==> config.mk <==
export PLATFORM = sky130hd
export DESIGN_NAME = rs_top
export DESIGN_NICKNAME = d
export VERILOG_FILES = /design/src/design/rs_pkg.sv /design/src/design/preg_ready_table.sv /design/src/design/issue_queue.sv /design/src/design/dispatch_ctrl.sv /design/src/design/exec_timer.sv /design/src/design/rs_top.sv
export VERILOG_INCLUDE_DIRS = /design/src /design/src/design
export SDC_FILE = /design/constraint.sdc
export NUM_CORES = 1
export LEC_CHECK = 0
export BUFFER_PORTS_ARGS = -buffer_cell sky130_fd_sc_hd__buf_2
export CAP_MARGIN = 20
export CORE_ASPECT_RATIO = 1.4
export CORE_UTILIZATION = 40
export DETAILED_ROUTE_END_ITERATION = 10
export PLACE_DENSITY_LB_ADDON = 0.2
export RECOVER_POWER = 100
export SYNTH_ARGS = -nofsm -noshare
export SYNTH_HDL_FRONTEND = slang
export SYNTH_SLANG_ARGS = --single-unit
==> constraint.sdc <==
create_clock -name clk -period 11.6 [get_ports clk]
set_input_delay 1.16 -clock clk [delete_from_list [all_inputs] [get_ports clk]]
set_output_delay 1.16 -clock clk [all_outputs]
set_load 0.02 [all_outputs]
==> src/design/rs_cfg.svh <==
`ifndef RS_CFG_SVH
`define RS_CFG_SVH

// Issue queue entries
`define RS_DEPTH 4

// Physical register file size and tag width
`define PREG_COUNT 32
`define PREG_W 5

// Operation id chosen by the front end
`define OP_ID_W 4

// Execution latency, 1 to 15 cycles
`define LAT_W 4

// Saturating age of a queue entry
`define AGE_W 3

`endif

==> src/design/rs_pkg.sv <==
`include "rs_cfg.svh"

package rs_pkg;

    // Tags and small fields
    typedef logic [`PREG_W-1:0] preg_t;
    typedef logic [`OP_ID_W-1:0] op_id_t;
    typedef logic [`LAT_W-1:0] lat_t;
    typedef logic [`AGE_W-1:0] age_t;

    typedef enum logic {
        ALU  = 1'b0,
        LOAD = 1'b1
    } op_kind_t;

    // Four-phase dispatch handshake
    typedef enum logic [1:0] {
        DS_IDLE     = 2'd0,
        DS_ACK      = 2'd1,
        DS_WAIT_LOW = 2'd2
    } dispatch_state_t;

    // Operation as presented by the front end
    typedef struct packed {
        op_id_t   op_id;
        op_kind_t kind;
        preg_t    src1;
        preg_t    src2;
        preg_t    dest;
        lat_t     latency;
    } dispatch_op_t;

    // What the execution unit needs from a queue entry
    typedef struct packed {
        op_id_t op_id;
        preg_t  dest;
        lat_t   latency;
    } issue_op_t;

    typedef struct packed {
        preg_t  dest;
        op_id_t op_id;
    } cdb_t;

endpackage

==> src/design/preg_ready_table.sv <==
`timescale 1ns/1ps
`include "rs_cfg.svh"

module preg_ready_table (
    input  logic          clk,
    input  logic          reset,
    input  logic          claim_valid,
    input  rs_pkg::preg_t claim_tag,
    input  rs_pkg::preg_t src1,
    input  rs_pkg::preg_t src2,
    output logic          src1_ready,
    output logic          src2_ready,
    input  logic          wakeup_valid,
    input  rs_pkg::preg_t wakeup_tag,
    input  logic          cdb_valid,
    input  rs_pkg::cdb_t  cdb
);

    // One bit per physical register, set means the value is available
    logic [`PREG_COUNT-1:0] ready;
    logic [`PREG_COUNT-1:0] set_mask;
    logic [`PREG_COUNT-1:0] clear_mask;

    // Decode the two set sources and the claim into masks
    always_comb begin
        set_mask   = '0;
        clear_mask = '0;
        if (wakeup_valid) begin
            set_mask[wakeup_tag] = 1'b1;
        end
        if (cdb_valid) begin
            set_mask[cdb.dest] = 1'b1;
        end
        if (claim_valid) begin
            clear_mask[claim_tag] = 1'b1;
        end
    end

    // Lookups see a set arriving in the same cycle
    assign src1_ready = ready[src1] | set_mask[src1];
    assign src2_ready = ready[src2] | set_mask[src2];

    // Claim applied last so it wins over a same-cycle set
    always_ff @(posedge clk or posedge reset) begin
        if (reset) begin
            ready <= '1;
        end else begin
            ready <= (ready | set_mask) & ~clear_mask;
        end
    end

endmodule

==> src/design/issue_queue.sv <==
`timescale 1ns/1ps
`include "rs_cfg.svh"

module issue_queue (
    input  logic                 clk,
    input  logic                 reset,
    input  logic                 alloc_valid,
    input  rs_pkg::dispatch_op_t alloc_op,
    input  logic                 src1_ready,
    input  logic                 src2_ready,
    input  logic                 wakeup_valid,
    input  rs_pkg::preg_t        wakeup_tag,
    input  logic                 cdb_valid,
    input  rs_pkg::cdb_t         cdb,
    input  logic                 unit_free,
    output logic                 queue_full,
    output logic                 issue_valid,
    output rs_pkg::issue_op_t    issue_op
);

    // Per-entry state
    logic [`RS_DEPTH-1:0] valid;
    logic [`RS_DEPTH-1:0] rdy1;
    logic [`RS_DEPTH-1:0] rdy2;
    rs_pkg::preg_t        src1_tag [`RS_DEPTH];
    rs_pkg::preg_t        src2_tag [`RS_DEPTH];
    rs_pkg::age_t         age [`RS_DEPTH];
    rs_pkg::issue_op_t    payload [`RS_DEPTH];

    // Tag match against the broadcasts of this cycle
    logic [`RS_DEPTH-1:0] wake1;
    logic [`RS_DEPTH-1:0] wake2;

    logic         alloc_fire;
    int           free_idx;
    logic         sel_found;
    int           sel_idx;
    rs_pkg::age_t sel_age;

    assign queue_full = &valid;
    assign alloc_fire = alloc_valid && !queue_full;

    always_comb begin
        for (int i = 0; i < `RS_DEPTH; i++) begin
            wake1[i] = (wakeup_valid && wakeup_tag == src1_tag[i])
                    || (cdb_valid && cdb.dest == src1_tag[i]);
            wake2[i] = (wakeup_valid && wakeup_tag == src2_tag[i])
                    || (cdb_valid && cdb.dest == src2_tag[i]);
        end
    end

    // Lowest free slot, scanned from the top so the last hit wins
    always_comb begin
        free_idx = 0;
        for (int i = `RS_DEPTH - 1; i >= 0; i--) begin
            if (!valid[i]) begin
                free_idx = i;
            end
        end
    end

    // Oldest ready entry; strict compare keeps the lowest index on a tie
    always_comb begin
        sel_found = 1'b0;
        sel_idx   = 0;
        sel_age   = '0;
        for (int i = 0; i < `RS_DEPTH; i++) begin
            if (valid[i] && rdy1[i] && rdy2[i] && (!sel_found || age[i] > sel_age)) begin
                sel_found = 1'b1;
                sel_idx   = i;
                sel_age   = age[i];
            end
        end
    end

    assign issue_valid = unit_free && sel_found;
    assign issue_op    = payload[sel_idx];

    // Slot occupancy
    always_ff @(posedge clk or posedge reset) begin
        if (reset) begin
            valid <= '0;
        end else begin
            if (issue_valid) begin
                valid[sel_idx] <= 1'b0;
            end
            if (alloc_fire) begin
                valid[free_idx] <= 1'b1;
            end
        end
    end

    // Source readiness, age and contents
    always_ff @(posedge clk) begin
        for (int i = 0; i < `RS_DEPTH; i++) begin
            if (valid[i]) begin
                if (wake1[i]) begin
                    rdy1[i] <= 1'b1;
                end
                if (wake2[i]) begin
                    rdy2[i] <= 1'b1;
                end
                // Older entries step up one on every allocation
                if (alloc_fire && age[i] != '1) begin
                    age[i] <= age[i] + rs_pkg::age_t'(1);
                end
            end
        end
        if (alloc_fire) begin
            src1_tag[free_idx] <= alloc_op.src1;
            src2_tag[free_idx] <= alloc_op.src2;
            rdy1[free_idx]     <= src1_ready;
            rdy2[free_idx]     <= src2_ready;
            age[free_idx]      <= '0;
            payload[free_idx]  <= '{op_id:   alloc_op.op_id,
                                   dest:    alloc_op.dest,
                                   latency: alloc_op.latency};
        end
    end

endmodule

==> src/design/dispatch_ctrl.sv <==
`timescale 1ns/1ps
`include "rs_cfg.svh"

module dispatch_ctrl (
    input  logic                 clk,
    input  logic                 reset,
    input  logic                 dispatch_req,
    input  rs_pkg::dispatch_op_t dispatch_op,
    input  logic                 queue_full,
    output logic                 dispatch_ack,
    output logic                 alloc_valid,
    output rs_pkg::dispatch_op_t alloc_op,
    output logic                 claim_valid,
    output rs_pkg::preg_t        claim_tag
);

    rs_pkg::dispatch_state_t state;
    rs_pkg::dispatch_state_t state_next;
    logic                    accept;
    logic                    is_load;

    assign is_load = (dispatch_op.kind == rs_pkg::LOAD);

    // A load never enters the queue, so a full queue only stalls ALU ops
    assign accept = (state == rs_pkg::DS_IDLE) && dispatch_req
                 && (!queue_full || is_load);

    always_comb begin
        state_next = state;
        case (state)
            rs_pkg::DS_IDLE: begin
                if (accept) begin
                    state_next = rs_pkg::DS_ACK;
                end
            end
            // Hold ack until the front end lets go of req
            rs_pkg::DS_ACK: begin
                if (!dispatch_req) begin
                    state_next = rs_pkg::DS_WAIT_LOW;
                end
            end
            // Ack back at zero, one cycle before the next req is sampled
            rs_pkg::DS_WAIT_LOW: begin
                state_next = rs_pkg::DS_IDLE;
            end
            default: begin
                state_next = rs_pkg::DS_IDLE;
            end
        endcase
    end

    always_ff @(posedge clk or posedge reset) begin
        if (reset) begin
            state <= rs_pkg::DS_IDLE;
        end else begin
            state <= state_next;
        end
    end

    assign dispatch_ack = (state == rs_pkg::DS_ACK);

    // Single-cycle write strobes on the accepting edge
    assign claim_valid = accept;
    assign claim_tag   = dispatch_op.dest;
    assign alloc_valid = accept && !is_load;
    assign alloc_op    = dispatch_op;

endmodule

==> src/design/exec_timer.sv <==
`timescale 1ns/1ps
`include "rs_cfg.svh"

module exec_timer (
    input  logic              clk,
    input  logic              reset,
    input  logic              issue_valid,
    input  rs_pkg::issue_op_t issue_op,
    output logic              unit_free,
    output logic              cdb_valid,
    output rs_pkg::cdb_t      cdb
);

    logic         busy;
    rs_pkg::lat_t count;
    logic         accept;

    // No new op while one is in flight or its result is on the bus
    assign unit_free = !busy && !cdb_valid;
    assign accept    = issue_valid && unit_free;

    // Down-counter, result broadcast when it reaches one
    always_ff @(posedge clk or posedge reset) begin
        if (reset) begin
            busy      <= 1'b0;
            count     <= '0;
            cdb_valid <= 1'b0;
        end else begin
            cdb_valid <= 1'b0;
            if (accept) begin
                busy  <= 1'b1;
                count <= issue_op.latency;
            end else if (busy) begin
                // Also catches a zero latency, treated as one
                if (count <= rs_pkg::lat_t'(1)) begin
                    busy      <= 1'b0;
                    cdb_valid <= 1'b1;
                end else begin
                    count <= count - rs_pkg::lat_t'(1);
                end
            end
        end
    end

    // Result tag captured at issue and held until the next op
    always_ff @(posedge clk) begin
        if (accept) begin
            cdb.dest  <= issue_op.dest;
            cdb.op_id <= issue_op.op_id;
        end
    end

endmodule

==> src/design/rs_top.sv <==
`timescale 1ns/1ps
`include "rs_cfg.svh"

module rs_top (
    input  logic                 clk,
    input  logic                 reset,
    input  logic                 dispatch_req,
    input  rs_pkg::dispatch_op_t dispatch_op,
    output logic                 dispatch_ack,
    input  logic                 wakeup_valid,
    input  rs_pkg::preg_t        wakeup_tag,
    output logic                 cdb_valid,
    output rs_pkg::cdb_t         cdb,
    output logic                 rs_full
);

    // Dispatch to queue and table
    logic                 alloc_valid;
    rs_pkg::dispatch_op_t alloc_op;
    logic                 claim_valid;
    rs_pkg::preg_t        claim_tag;
    logic                 src1_ready;
    logic                 src2_ready;

    // Queue to execution unit
    logic                 issue_valid;
    rs_pkg::issue_op_t    issue_op;
    logic                 unit_free;

    dispatch_ctrl u_dispatch_ctrl (
        .clk          (clk),
        .reset        (reset),
        .dispatch_req (dispatch_req),
        .dispatch_op  (dispatch_op),
        .queue_full   (rs_full),
        .dispatch_ack (dispatch_ack),
        .alloc_valid  (alloc_valid),
        .alloc_op     (alloc_op),
        .claim_valid  (claim_valid),
        .claim_tag    (claim_tag)
    );

    preg_ready_table u_preg_ready_table (
        .clk          (clk),
        .reset        (reset),
        .claim_valid  (claim_valid),
        .claim_tag    (claim_tag),
        .src1         (alloc_op.src1),
        .src2         (alloc_op.src2),
        .src1_ready   (src1_ready),
        .src2_ready   (src2_ready),
        .wakeup_valid (wakeup_valid),
        .wakeup_tag   (wakeup_tag),
        .cdb_valid    (cdb_valid),
        .cdb          (cdb)
    );

    issue_queue u_issue_queue (
        .clk          (clk),
        .reset        (reset),
        .alloc_valid  (alloc_valid),
        .alloc_op     (alloc_op),
        .src1_ready   (src1_ready),
        .src2_ready   (src2_ready),
        .wakeup_valid (wakeup_valid),
        .wakeup_tag   (wakeup_tag),
        .cdb_valid    (cdb_valid),
        .cdb          (cdb),
        .unit_free    (unit_free),
        .queue_full   (rs_full),
        .issue_valid  (issue_valid),
        .issue_op     (issue_op)
    );

    exec_timer u_exec_timer (
        .clk          (clk),
        .reset        (reset),
        .issue_valid  (issue_valid),
        .issue_op     (issue_op),
        .unit_free    (unit_free),
        .cdb_valid    (cdb_valid),
        .cdb          (cdb)
    );

endmodule

==> results of run 1 <==
[how the worst min path moves through the flow]
stage,slack [ns],depth (start not counted),start,to
floorplan,0.44,2,u_preg_ready_table.ready[10],u_preg_ready_table.ready[10]
global placement,0.45,2,u_preg_ready_table.ready[10],u_preg_ready_table.ready[10]
detailed placement,0.46,2,u_preg_ready_table.ready[10],u_preg_ready_table.ready[10]
CTS,0.47,2,u_preg_ready_table.ready[10],u_preg_ready_table.ready[10]
global route,0.48,2,u_preg_ready_table.ready[11],u_preg_ready_table.ready[11]
finish,0.47,2,u_preg_ready_table.ready[9],u_preg_ready_table.ready[9]
[cell usage in the layout (no fill, tap or decap), types with 8 or more instances in the layout]
cell type	Yosys	layout
nand4_1	11	11
o21ai_0	11	12
o22a_1	23	23
nand3_1	34	34
o22ai_1	16	16
a22oi_1	10	10
mux2i_1	11	11
a21o_1	8	8
xnor2_1	35	35
inv_1	26	26
mux4_2	17	17
nor2_1	41	40
nand3b_1	11	11
a221oi_1	14	15
clkbuf_16	0	17
ha_1	19	19
edfxtp_1	101	101
nor4_1	15	15
nor2b_1	14	14
xor2_1	50	50
nand2_1	44	44
nand2b_1	9	9
and2_1	9	8
dfrtp_1	12	12
dfstp_2	32	32
buf_2	18	13
clkbuf_1	20	45
a21oi_1	29	29
dfxtp_1	20	20
[area by class of cell]
| cell class | instances | area share [%] |
|---|---|---|
| flip-flops and latches | 165 | 44.8 |
| clock inverters | 15 | 1.56 |
| repair buffers | 59 | 2.37 |
| clock buffers | 17 | 4.17 |
| well taps | 301 | 3.69 |
| inverters | 26 | 0.956 |
| multi-input cells | 564 | 42.4 |
[stage by stage]
| stage | hold slack, ns | instance area (µm²) | cells | power, mW |
|---|---|---|---|---|
| after CTS | 0.472 | 10300 | 1145 | 2.39 |
| after global placement | 0.455 | 9720 | 1113 | 1.82 |
| after floorplan | 0.443 | 9280 | 804 | 1.59 |
| after detailed placement | 0.460 | 9720 | 1113 | 1.83 |
| final | 0.468 | 10200 | 1147 | 2.36 |
| after global routing | 0.482 | 10200 | 1147 | 2.51 |
[Yosys cell counts, types with 17 or more instances]
cell / n / area share (%)
buf_2: 18 / 0.97
ha_1: 19 / 2.6
clkbuf_1: 20 / 0.81
mux4_2: 17 / 4.1
xnor2_1: 35 / 3.3
dfxtp_1: 20 / 4.3
nor2_1: 41 / 1.7
xor2_1: 50 / 4.7
a21oi_1: 29 / 1.6
edfxtp_1: 101 / 33
nand3_1: 34 / 1.8
o22a_1: 23 / 2.2
nand2_1: 44 / 1.8
dfstp_2: 32 / 9.1
inv_1: 26 / 1.1
[state kept, by name, indices dropped and copies added (netlist names)]
register                  count
u_issue_queue.payload        52
u_preg_ready_table.ready     32
u_issue_queue.src1_tag       20
u_issue_queue.src2_tag       20
u_issue_queue.age            12
u_exec_timer.cdb              9
u_exec_timer.count            4
u_issue_queue.rdy1            4
u_issue_queue.rdy2            4
u_issue_queue.valid           4
u_dispatch_ctrl.state         2
u_exec_timer.busy             1
u_exec_timer.cdb_valid        1
[kinds of logic (layout without fill, tap and decap cells)]
group                      after synthesis  count (layout)
muxes                                   33              33
AOI/OAI and AO/OA                      189             189
adders and majority gates               19              19
and+or+nand+nor                        238             238
DFF                                    165             165
xor gates and xnor gates                85              85
buffers and inverters                   75             117
[critical path: stages, from the launching register on]
cell	delay (ns)
dfrtp_1	0.57
and3_1	0.29
nand2_1	0.10
ha_1	0.29
nor2b_1	0.13
o21a_1	0.15
o21ai_0	0.15
a21o_1	0.13
clkbuf_1	0.90
mux2_1	0.42
ha_1	0.29
nor2b_1	0.13
o21a_1	0.15
o21ai_0	0.19
a21o_1	0.72
mux2_2	0.42
ha_1	0.18
nor2b_1	0.11
o21ai_0	0.08
a32oi_1	0.17
o21ba_1	0.86
nor3_1	0.31
clkbuf_1	0.27
a221o_1	0.32
[power groups by stage]
| stage | combinational, mW | sequential, mW | clock (mW) |
|---|---|---|---|
| floorplan | 0.667 | 0.920 | 0 |
| global placement | 0.886 | 0.930 | 0 |
| detailed placement | 0.901 | 0.933 | 0 |
| CTS | 0.907 | 0.922 | 0.565 |
| global route | 0.978 | 0.942 | 0.586 |
| finish | 0.888 | 0.921 | 0.554 |
[layer usage]
metal,GRT usage [%],up-vias,wire length (µm)
met5,0,-,0
met2,39.3,254,13200
met4,9.29,0,726
li1,-,3156,-
met3,3.43,66,1100
met1,25.9,3446,10000
==> results.sh, run 1 <==
export IMPL_cts_resized=0
export IMPL_max_freq_ghz=0.131
export IMPL_first_pass_iters=5
export IMPL_critPathKind="register to register"
export IMPL_yosysWarnings=0
export IMPL_core_um2=22700
export IMPL_synth_compound_area_share_pct=15.5
export IMPL_ir_drop_uv=119
export IMPL_clockBufferDepth=2
export IMPL_rows=65
export IMPL_root_buffer="clkbuf_16"
export IMPL_worstPathArrival_ns=7.81
export IMPL_synth_async_sr_flop_share_pct=26.7
export IMPL_pwr_share_comb_pct=37.6
export IMPL_place_ws_ns=4.93
export IMPL_drtAntennaViolNets=0
export IMPL_p_per_area_nw_per_um2=232
export IMPL_syn_area_um2=9280
export IMPL_synthAdderAreaFrac_pct=2.56
export IMPL_reg2reg_from="u_issue_queue.valid[0]"
export IMPL_regArea_um2=4570
export IMPL_required_ns=11.80
export IMPL_synthMuxAreaShare_pct=5.92
export IMPL_drt_total_wl_um=25000
export IMPL_drv_cap=10
export IMPL_dieWidth_um=131
export IMPL_postSynthCellCount=804
export IMPL_cp_startpoint="u_issue_queue.valid[0]"
export IMPL_power_frac_clock_pct=23.4
export IMPL_reg2reg_depth=23
export IMPL_period_share_pct=65.6
export IMPL_p_sw_share_pct=37.9
export IMPL_yosysUniqueCellTypes=81
export IMPL_synth_top_family_by_area="compound AO/OA/AOI/OAI gates"
export IMPL_areaGrowthSynthToFinish_pct=9.96
export IMPL_grt_pass1_vias=6909
export IMPL_ys_seq_area_share_pct=49.3
export IMPL_vias_per_cell=6.03
export IMPL_grt_start_max_net_pins=45
export IMPL_internal_power_mw=1.47
export IMPL_status="finished with violations"
export IMPL_finalClockSkew_ns=0.0165
export IMPL_grt_overflow=0
export IMPL_leakage_nw=3.63
export IMPL_syn_nets=856
export IMPL_avgSynthCellArea_um2=11.5
export IMPL_r2r_setup_slack_ns=3.99
export IMPL_violations="max-capacitance violations, max-slew violations"
export IMPL_wire_per_inst_um=21.8
export IMPL_io_pins=45
export IMPL_path_clk_slew_ns=0.07
export IMPL_clk_latency_ns=0.45
export IMPL_synth_edff_count=101
export IMPL_hold_viol=0
export IMPL_seq_power_share_pct=39.0
export IMPL_dpl_hpwl_um=17100
export IMPL_grt_pass1_wl_um=39000
export IMPL_synth_xor_area_share_pct=8.02
export IMPL_finalSetupViolCount=0
export IMPL_synth_seq_cells=165
export IMPL_h_tree_depth=4
export IMPL_io_buffers=44
export IMPL_final_layout_size_suffix_gt1_share_pct=13.6
export IMPL_die_area_um2=23800
export IMPL_slew_viol_final=230
export IMPL_cts_made_buffers=17
export IMPL_finalNetCount=885
export IMPL_antenna_found_initial=0
export IMPL_cp_max_fo=29
export IMPL_slew_limit_headroom_pct=-27.4
export IMPL_min_path_type="register to register"
export IMPL_fin_crit_ns=7.61
export IMPL_multi_input_area_um2=4330
export IMPL_initial_utilization_pct=40.9
export IMPL_ys_flop_type="edfxtp_1"
export IMPL_cp_end_kind="register"
export IMPL_drcViolationCount=0
export IMPL_cts_tree="built"
export IMPL_rsz0062_at_grt="false"
export IMPL_setup_tns_ns=0
export IMPL_final_core_util_pct=45.0
export IMPL_clock_sinks=165
export IMPL_yosys_area_share_simple_pct=14.8
export IMPL_diodes=0
export IMPL_p_switching_mw=0.895
export IMPL_vias=6922
export IMPL_fin_ws_ns=3.99
export IMPL_post_cts_buffers=0
export IMPL_drt_iter0_drc=565
export IMPL_crit_end="u_exec_timer.cdb[7]"
export IMPL_tightest_slew_ns=1.91
export IMPL_cts_hold_buf=0
export IMPL_cp_start_kind="register"
export IMPL_r2r_end="u_exec_timer.cdb[7]"
export IMPL_grt_util_all_layers_pct=22.1
export IMPL_die_y_um=182
export IMPL_n_fill_cell=2153
export IMPL_place_congestion=0.933
(Power assumes the default switching activity.)
==> run 2, diff against run 1 <==
- ABC_AREA: unset -> 1
- clock period: 11.6 -> 7.4 ns (I/O delays scaled with it)
==> results.sh, run 2 <==
export IMPL_reg2reg_depth=32
export IMPL_postSynthCellCount=1143
export IMPL_synth_edff_count=101
export IMPL_critPathKind="register to register"
export IMPL_post_cts_buffers=0
export IMPL_synthAdderAreaFrac_pct=2.52
export IMPL_leakage_nw=4.39
export IMPL_critical_path_slowest_cell="nor2_1"
export IMPL_synthTopCellsByArea="edfxtp_1, nand2_1, dfstp_2"
export IMPL_grt_pass1_wl_um=45400
export IMPL_fin_crit_ns=5.16
export IMPL_grt_pass1_vias=8302
export IMPL_drcViolationCount=0
export IMPL_ys_top_cells_by_count="nand2_1, nand3_1, inv_1"
export IMPL_rows=66
export IMPL_yosys_area_share_simple_pct=24.0
export IMPL_synth_xor_area_share_pct=2.23
export IMPL_post_synth_top_count_cell="nand2_1"
export IMPL_h_tree_depth=4
export IMPL_root_buffer="clkbuf_16"
export IMPL_synth_compound_area_share_pct=14.4
export IMPL_die_y_um=184
export IMPL_first_pass_iters=6
export IMPL_initial_utilization_pct=40.6
export IMPL_drt_iter0_drc=670
export IMPL_drv_cap=8
export IMPL_largestRegisters="u_issue_queue.payload x52, u_preg_ready_table.ready x32"
export IMPL_min_path_type="input port to async pin"
export IMPL_mostFrequentLayoutCell="nand2_1"
export IMPL_place_congestion=0.933
export IMPL_cts_hold_buf=0
export IMPL_synthMuxAreaShare_pct=0
export IMPL_cts_resized=0
export IMPL_yosysUniqueCellTypes=39
export IMPL_path_clk_slew_ns=0.07
export IMPL_vias_per_cell=5.62
export IMPL_synth_seq_cells=165
export IMPL_cp_max_fo=15
export IMPL_status="finished with violations"
export IMPL_avgSynthCellArea_um2=8.25
export IMPL_finalClockSkew_ns=0.00783
export IMPL_clockBufferDepth=2
export IMPL_drt_total_wl_um=29100
export IMPL_slew_viol_final=231
export IMPL_grt_start_max_net_pins=46
export IMPL_tightest_slew_ns=2.09
export IMPL_clock_sinks=165
export IMPL_ir_drop_uv=193
export IMPL_drtAntennaViolNets=0
export IMPL_io_buffers=44
export IMPL_violations="max-capacitance violations, max-slew violations"
export IMPL_slew_limit_headroom_pct=-39.5
export IMPL_fin_ws_ns=2.24
export IMPL_fin_hold_ws_ns=0.397
export IMPL_die_area_um2=24200
export IMPL_antenna_found_initial=1
export IMPL_syn_area_um2=9430
export IMPL_synth_top_family_by_area="simple AND/OR/NAND/NOR gates"
export IMPL_vias=8389
export IMPL_ys_flop_type="edfxtp_1"
export IMPL_max_freq_ghz=0.194
export IMPL_cp_end_kind="register"
export IMPL_grt_overflow=0
export IMPL_netlist_area_leader_share_pct=32.2
export IMPL_worstPathArrival_ns=5.54
export IMPL_cp_start_kind="register"
export IMPL_dieWidth_um=132
export IMPL_diodes=0
export IMPL_top_register="u_issue_queue.payload"
export IMPL_stdcell_area_um2=10400
export IMPL_setup_tns_ns=0
export IMPL_clk_latency_ns=0.44
export IMPL_final_layout_size_suffix_gt1_share_pct=7.67
export IMPL_io_pins=45
export IMPL_cp_common_cell="nand2_1"
export IMPL_cts_made_buffers=17
export IMPL_finalSetupViolCount=0
export IMPL_finalNetCount=1225
export IMPL_required_ns=7.77
export IMPL_period_share_pct=69.8
export IMPL_grt_util_all_layers_pct=24.9
export IMPL_areaGrowthSynthToFinish_pct=10.2
export IMPL_ys_seq_area_share_pct=48.5
export IMPL_layout_common_cells="nand2_1, nand3_1, inv_1"
export IMPL_place_ws_ns=2.16
export IMPL_slowest_delay_ns=0.76
export IMPL_post_dp_cell_area_um2=9830
export IMPL_core_um2=23200
export IMPL_dpl_hpwl_um=20400
export IMPL_p_per_area_nw_per_um2=371
export IMPL_largest_reg_flops=52
export IMPL_syn_nets=1195
export IMPL_wire_per_inst_um=19.5
export IMPL_rsz0062_at_grt="false"
export IMPL_cts_tree="built"
export IMPL_hold_viol=0
export IMPL_yosys_area_top_type="edfxtp_1"
export IMPL_yosysWarnings=0
export IMPL_synth_async_sr_flop_share_pct=26.7
-- run 2: cell count changes after synthesis, moves of 28 or more --
cell     before  now
o22ai_1      16   44
xor2_1       50   16
nand3_1      34  144
o21ai_0      11   89
inv_1        26  133
a21oi_1      29   80
nand2_1      44  262
-- run 2: cells by family (layout without fill, tap and decap cells) --
group	count (synthesis)	count (layout)
buf+inv	181	224
fa+ha+maj	19	19
xor+xnor	24	24
flops	165	165
compound gates	242	242
simple gates	512	512
-- run 2: critical path: cells and delay by family (launching register included) --
kind / cells / cell delay, ns
compound gates: 8 / 1.00
simple gates: 19 / 2.34
fa+ha+maj: 3 / 0.90
flops: 1 / 0.49
buf+inv: 2 / 0.35
-- run 2: cell type report --
type                    instances  area (µm²)
inverters                     139         522
repair buffers                 53         213
clock inverters                14         215
clock buffers                  18         429
flip-flops and latches        165        4570
well taps                     306         383
multi-input cells             797        4050
fillers                      2324       12800
-- run 2: stage by stage --
| step | utilization (%) | cells | total power, mW |
|---|---|---|---|
| 2_1_floorplan | - | 1143 | 2.51 |
| 3_3_place_gp | 42.3 | 1459 | 2.89 |
| 6_report | 44.8 | 1492 | 3.85 |
| 3_5_place_dp | 42.3 | 1459 | 2.91 |
| 4_1_cts | 45.1 | 1491 | 3.89 |
| 5_1_grt | 44.8 | 1492 | 4.13 |
-- run 2: final timing paths --
| check | startpoint | end | slack, ns |
|---|---|---|---|
| setup / recovery | u_issue_queue.valid[0] | u_exec_timer.count[2] | 2.24 |
| hold / removal | reset | u_exec_timer.cdb_valid | 0.40 |
| setup reg to reg | u_issue_queue.valid[0] | u_exec_timer.count[2] | 2.24 |
| hold reg to reg | u_issue_queue.rdy2[2] | u_issue_queue.rdy2[2] | 0.48 |
| max in group asynchronous | reset | u_preg_ready_table.ready[20] | 5.30 |
| min in group clk | dispatch_req | u_dispatch_ctrl.state[1] | 0.47 |
-- run 2: where the power goes --
part	internal, mW	switching, mW	total [mW]
combinational	0.436	0.916	1.35
clock	0.577	0.402	0.978
sequential	1.31	0.207	1.52
total	2.33	1.52	3.85
-- run 2: metal layers --
metal  up-vias  share of wire [%]  global-route usage [%]
met1      3977                 38                    27.5
li1       3994                  -                       -
met4         2                4.9                    15.1
met2       313                 52                    44.8
met5         -              0.041                       0
met3       103                5.1                    4.08
==> run 3, diff against run 2 <==
- clock period: 7.4 -> 4.65 ns (I/O delays scaled with it)
==> results.sh, run 3 (same netlist as run 2, synthesis figures left out) <==
export IMPL_n_fill_cell=2332
export IMPL_critPathKind="register to register"
export IMPL_initial_utilization_pct=40.6
export IMPL_drtAntennaViolNets=0
export IMPL_violations="max-capacitance violations, max-slew violations"
export IMPL_cp_common_cell="nand2_1"
export IMPL_status="finished with violations"
export IMPL_cp_startpoint="u_issue_queue.rdy1[0]"
export IMPL_slew_viol_final=145
export IMPL_final_cells=1501
export IMPL_tightest_slew_ns=2.11
export IMPL_finalSetupViolCount=0
export IMPL_p_per_area_nw_per_um2=585
export IMPL_reg2reg_from="u_issue_queue.rdy1[0]"
export IMPL_grt_start_max_net_pins=45
export IMPL_r2r_setup_slack_ns=0.48
export IMPL_hold_viol=0
export IMPL_cts_tree="built"
export IMPL_clockBufferDepth=2
export IMPL_slowest_delay_ns=0.35
export IMPL_period_share_pct=89.6
export IMPL_h_tree_depth=4
export IMPL_place_congestion=0.931
export IMPL_placed_cells=1463
export IMPL_use_met3_pct=3.45
export IMPL_finalClockSkew_ns=0.0148
export IMPL_first_pass_iters=5
export IMPL_dpl_hpwl_um=20700
export IMPL_die_area_um2=24200
export IMPL_grt_util_all_layers_pct=25.1
export IMPL_drcViolationCount=0
export IMPL_setup_tns_ns=0
export IMPL_gr_usage_met2_pct=44.4
export IMPL_multi_input_area_um2=4110
export IMPL_grtUsageMet1_pct=28.1
export IMPL_fin_crit_ns=4.17
export IMPL_rows=66
export IMPL_cts_made_buffers=17
export IMPL_reg2reg_depth=31
export IMPL_clk_latency_ns=0.44
export IMPL_vias=8374
export IMPL_io_buffers=44
export IMPL_clock_sinks=165
export IMPL_finalNetCount=1234
export IMPL_path_clk_slew_ns=0.07
export IMPL_ir_drop_uv=305
export IMPL_grt_pass1_wl_um=45500
export IMPL_grt_pass1_vias=8263
export IMPL_cp_end_kind="register"
export IMPL_diodes=0
export IMPL_worstPathArrival_ns=4.35
export IMPL_core_um2=23200
export IMPL_required_ns=4.83
export IMPL_die_y_um=184
export IMPL_min_path_type="input port to async pin"
export IMPL_largestRegisters="u_issue_queue.payload x52, u_preg_ready_table.ready x32"
export IMPL_vias_per_cell=5.58
export IMPL_final_layout_size_suffix_gt1_share_pct=9.54
export IMPL_grt_overflow=0
export IMPL_slew_limit_headroom_pct=-40.7
export IMPL_io_pins=45
export IMPL_top_register="u_issue_queue.payload"
export IMPL_areaGrowthSynthToFinish_pct=11.0
export IMPL_grt_busiest_layer="met2"
export IMPL_largest_reg_flops=52
export IMPL_critical_path_slowest_cell="dfxtp_1"
export IMPL_drt_total_wl_um=29700
export IMPL_dieWidth_um=132
export IMPL_cp_max_fo=10
export IMPL_cts_hold_buf=0
export IMPL_root_buffer="clkbuf_16"
export IMPL_power_mw=6.13
export IMPL_drt_iter0_drc=693
export IMPL_leakage_nw=4.39
export IMPL_regArea_um2=4570
export IMPL_cp_start_kind="register"
export IMPL_max_freq_ghz=0.240
export IMPL_drv_cap=5
export IMPL_layout_common_cells="nand2_1, nand3_1, inv_1"
export IMPL_wire_per_inst_um=19.8
export IMPL_crit_end="u_exec_timer.cdb[8]"
export IMPL_mostFrequentLayoutCell="nand2_1"
export IMPL_antenna_found_initial=0
export IMPL_r2r_end="u_exec_timer.cdb[8]"
==> run 3: cell types whose count changed in the layout (fill, tap and decap cells not counted), sizes merged <==
| cell | previous run | this run |
|---|---|---|
| clkinvlp | 1 | 5 |
| bufinv | 4 | 0 |
| clkbuf | 60 | 63 |
| buf | 11 | 18 |
| inv | 145 | 144 |
==> run 3: worst max-delay path: cells and delay by family (launching register included) <==
family	cells	cell delay (ns)
AO/OA/AOI/OAI	6	0.65
flip-flops	1	0.35
AND/OR/NAND/NOR	18	1.41
buffers and inverters	4	0.52
adder cells (fa/ha/maj)	3	0.96
==> run 3: worst min path at each step <==
stage	to	slack, ns	startpoint
2_1_floorplan	u_issue_queue.rdy2[2]	0.44	u_issue_queue.rdy2[2]
3_3_place_gp	u_issue_queue.rdy2[2]	0.46	u_issue_queue.rdy2[2]
3_5_place_dp	u_issue_queue.rdy2[2]	0.46	u_issue_queue.rdy2[2]
4_1_cts	u_dispatch_ctrl.state[1]	0.18	dispatch_req
5_1_grt	u_exec_timer.busy	0.17	reset
6_report	u_issue_queue.valid[1]	0.15	reset
==> run 3: layout make-up <==
type / instances / share of cell area, %
timing repair buffer: 61 / 2.61
timing repair inverter: 1 / 0.0717
tap: 306 / 3.66
clock inverter: 12 / 1.03
clock buffer: 20 / 4.58
sequential: 165 / 43.7
multi-input combinational: 797 / 39.3
inverter: 139 / 5.06
==> run 3: timing repair <==
action                     4_1_cts  5_1_grt
setup endpoints to repair        0       16
gates resized for setup          0       19
setup buffers                    0        4
hold endpoints to repair         0        0
==> run 3: metrics by stage <==
step / instance area, µm² / hold slack, ns / util (%) / setup slack [ns]
after floorplan: 9430 / 0.436 / - / 0.736
after global placement: 9860 / 0.459 / 42.5 / 0.261
after detailed placement: 9860 / 0.457 / 42.5 / 0.122
after CTS: 10400 / 0.176 / 45.0 / 0.112
after global routing: 10500 / 0.170 / 45.1 / -0.00674
final: 10500 / 0.150 / 45.1 / 0.483
==> run 3: routing by layer <==
layer	share of wire, %	routed length (µm)
met1	38	11300
met2	52	15300
met3	4.7	1410
met4	5.8	1730
met5	0	0
==> run 3: report_power, final <==
group | internal, mW | switching, mW | total, mW
Clock | 0.765 | 0.634 | 1.40
Sequential | 2.09 | 0.324 | 2.41
Combinational | 0.771 | 1.54 | 2.31
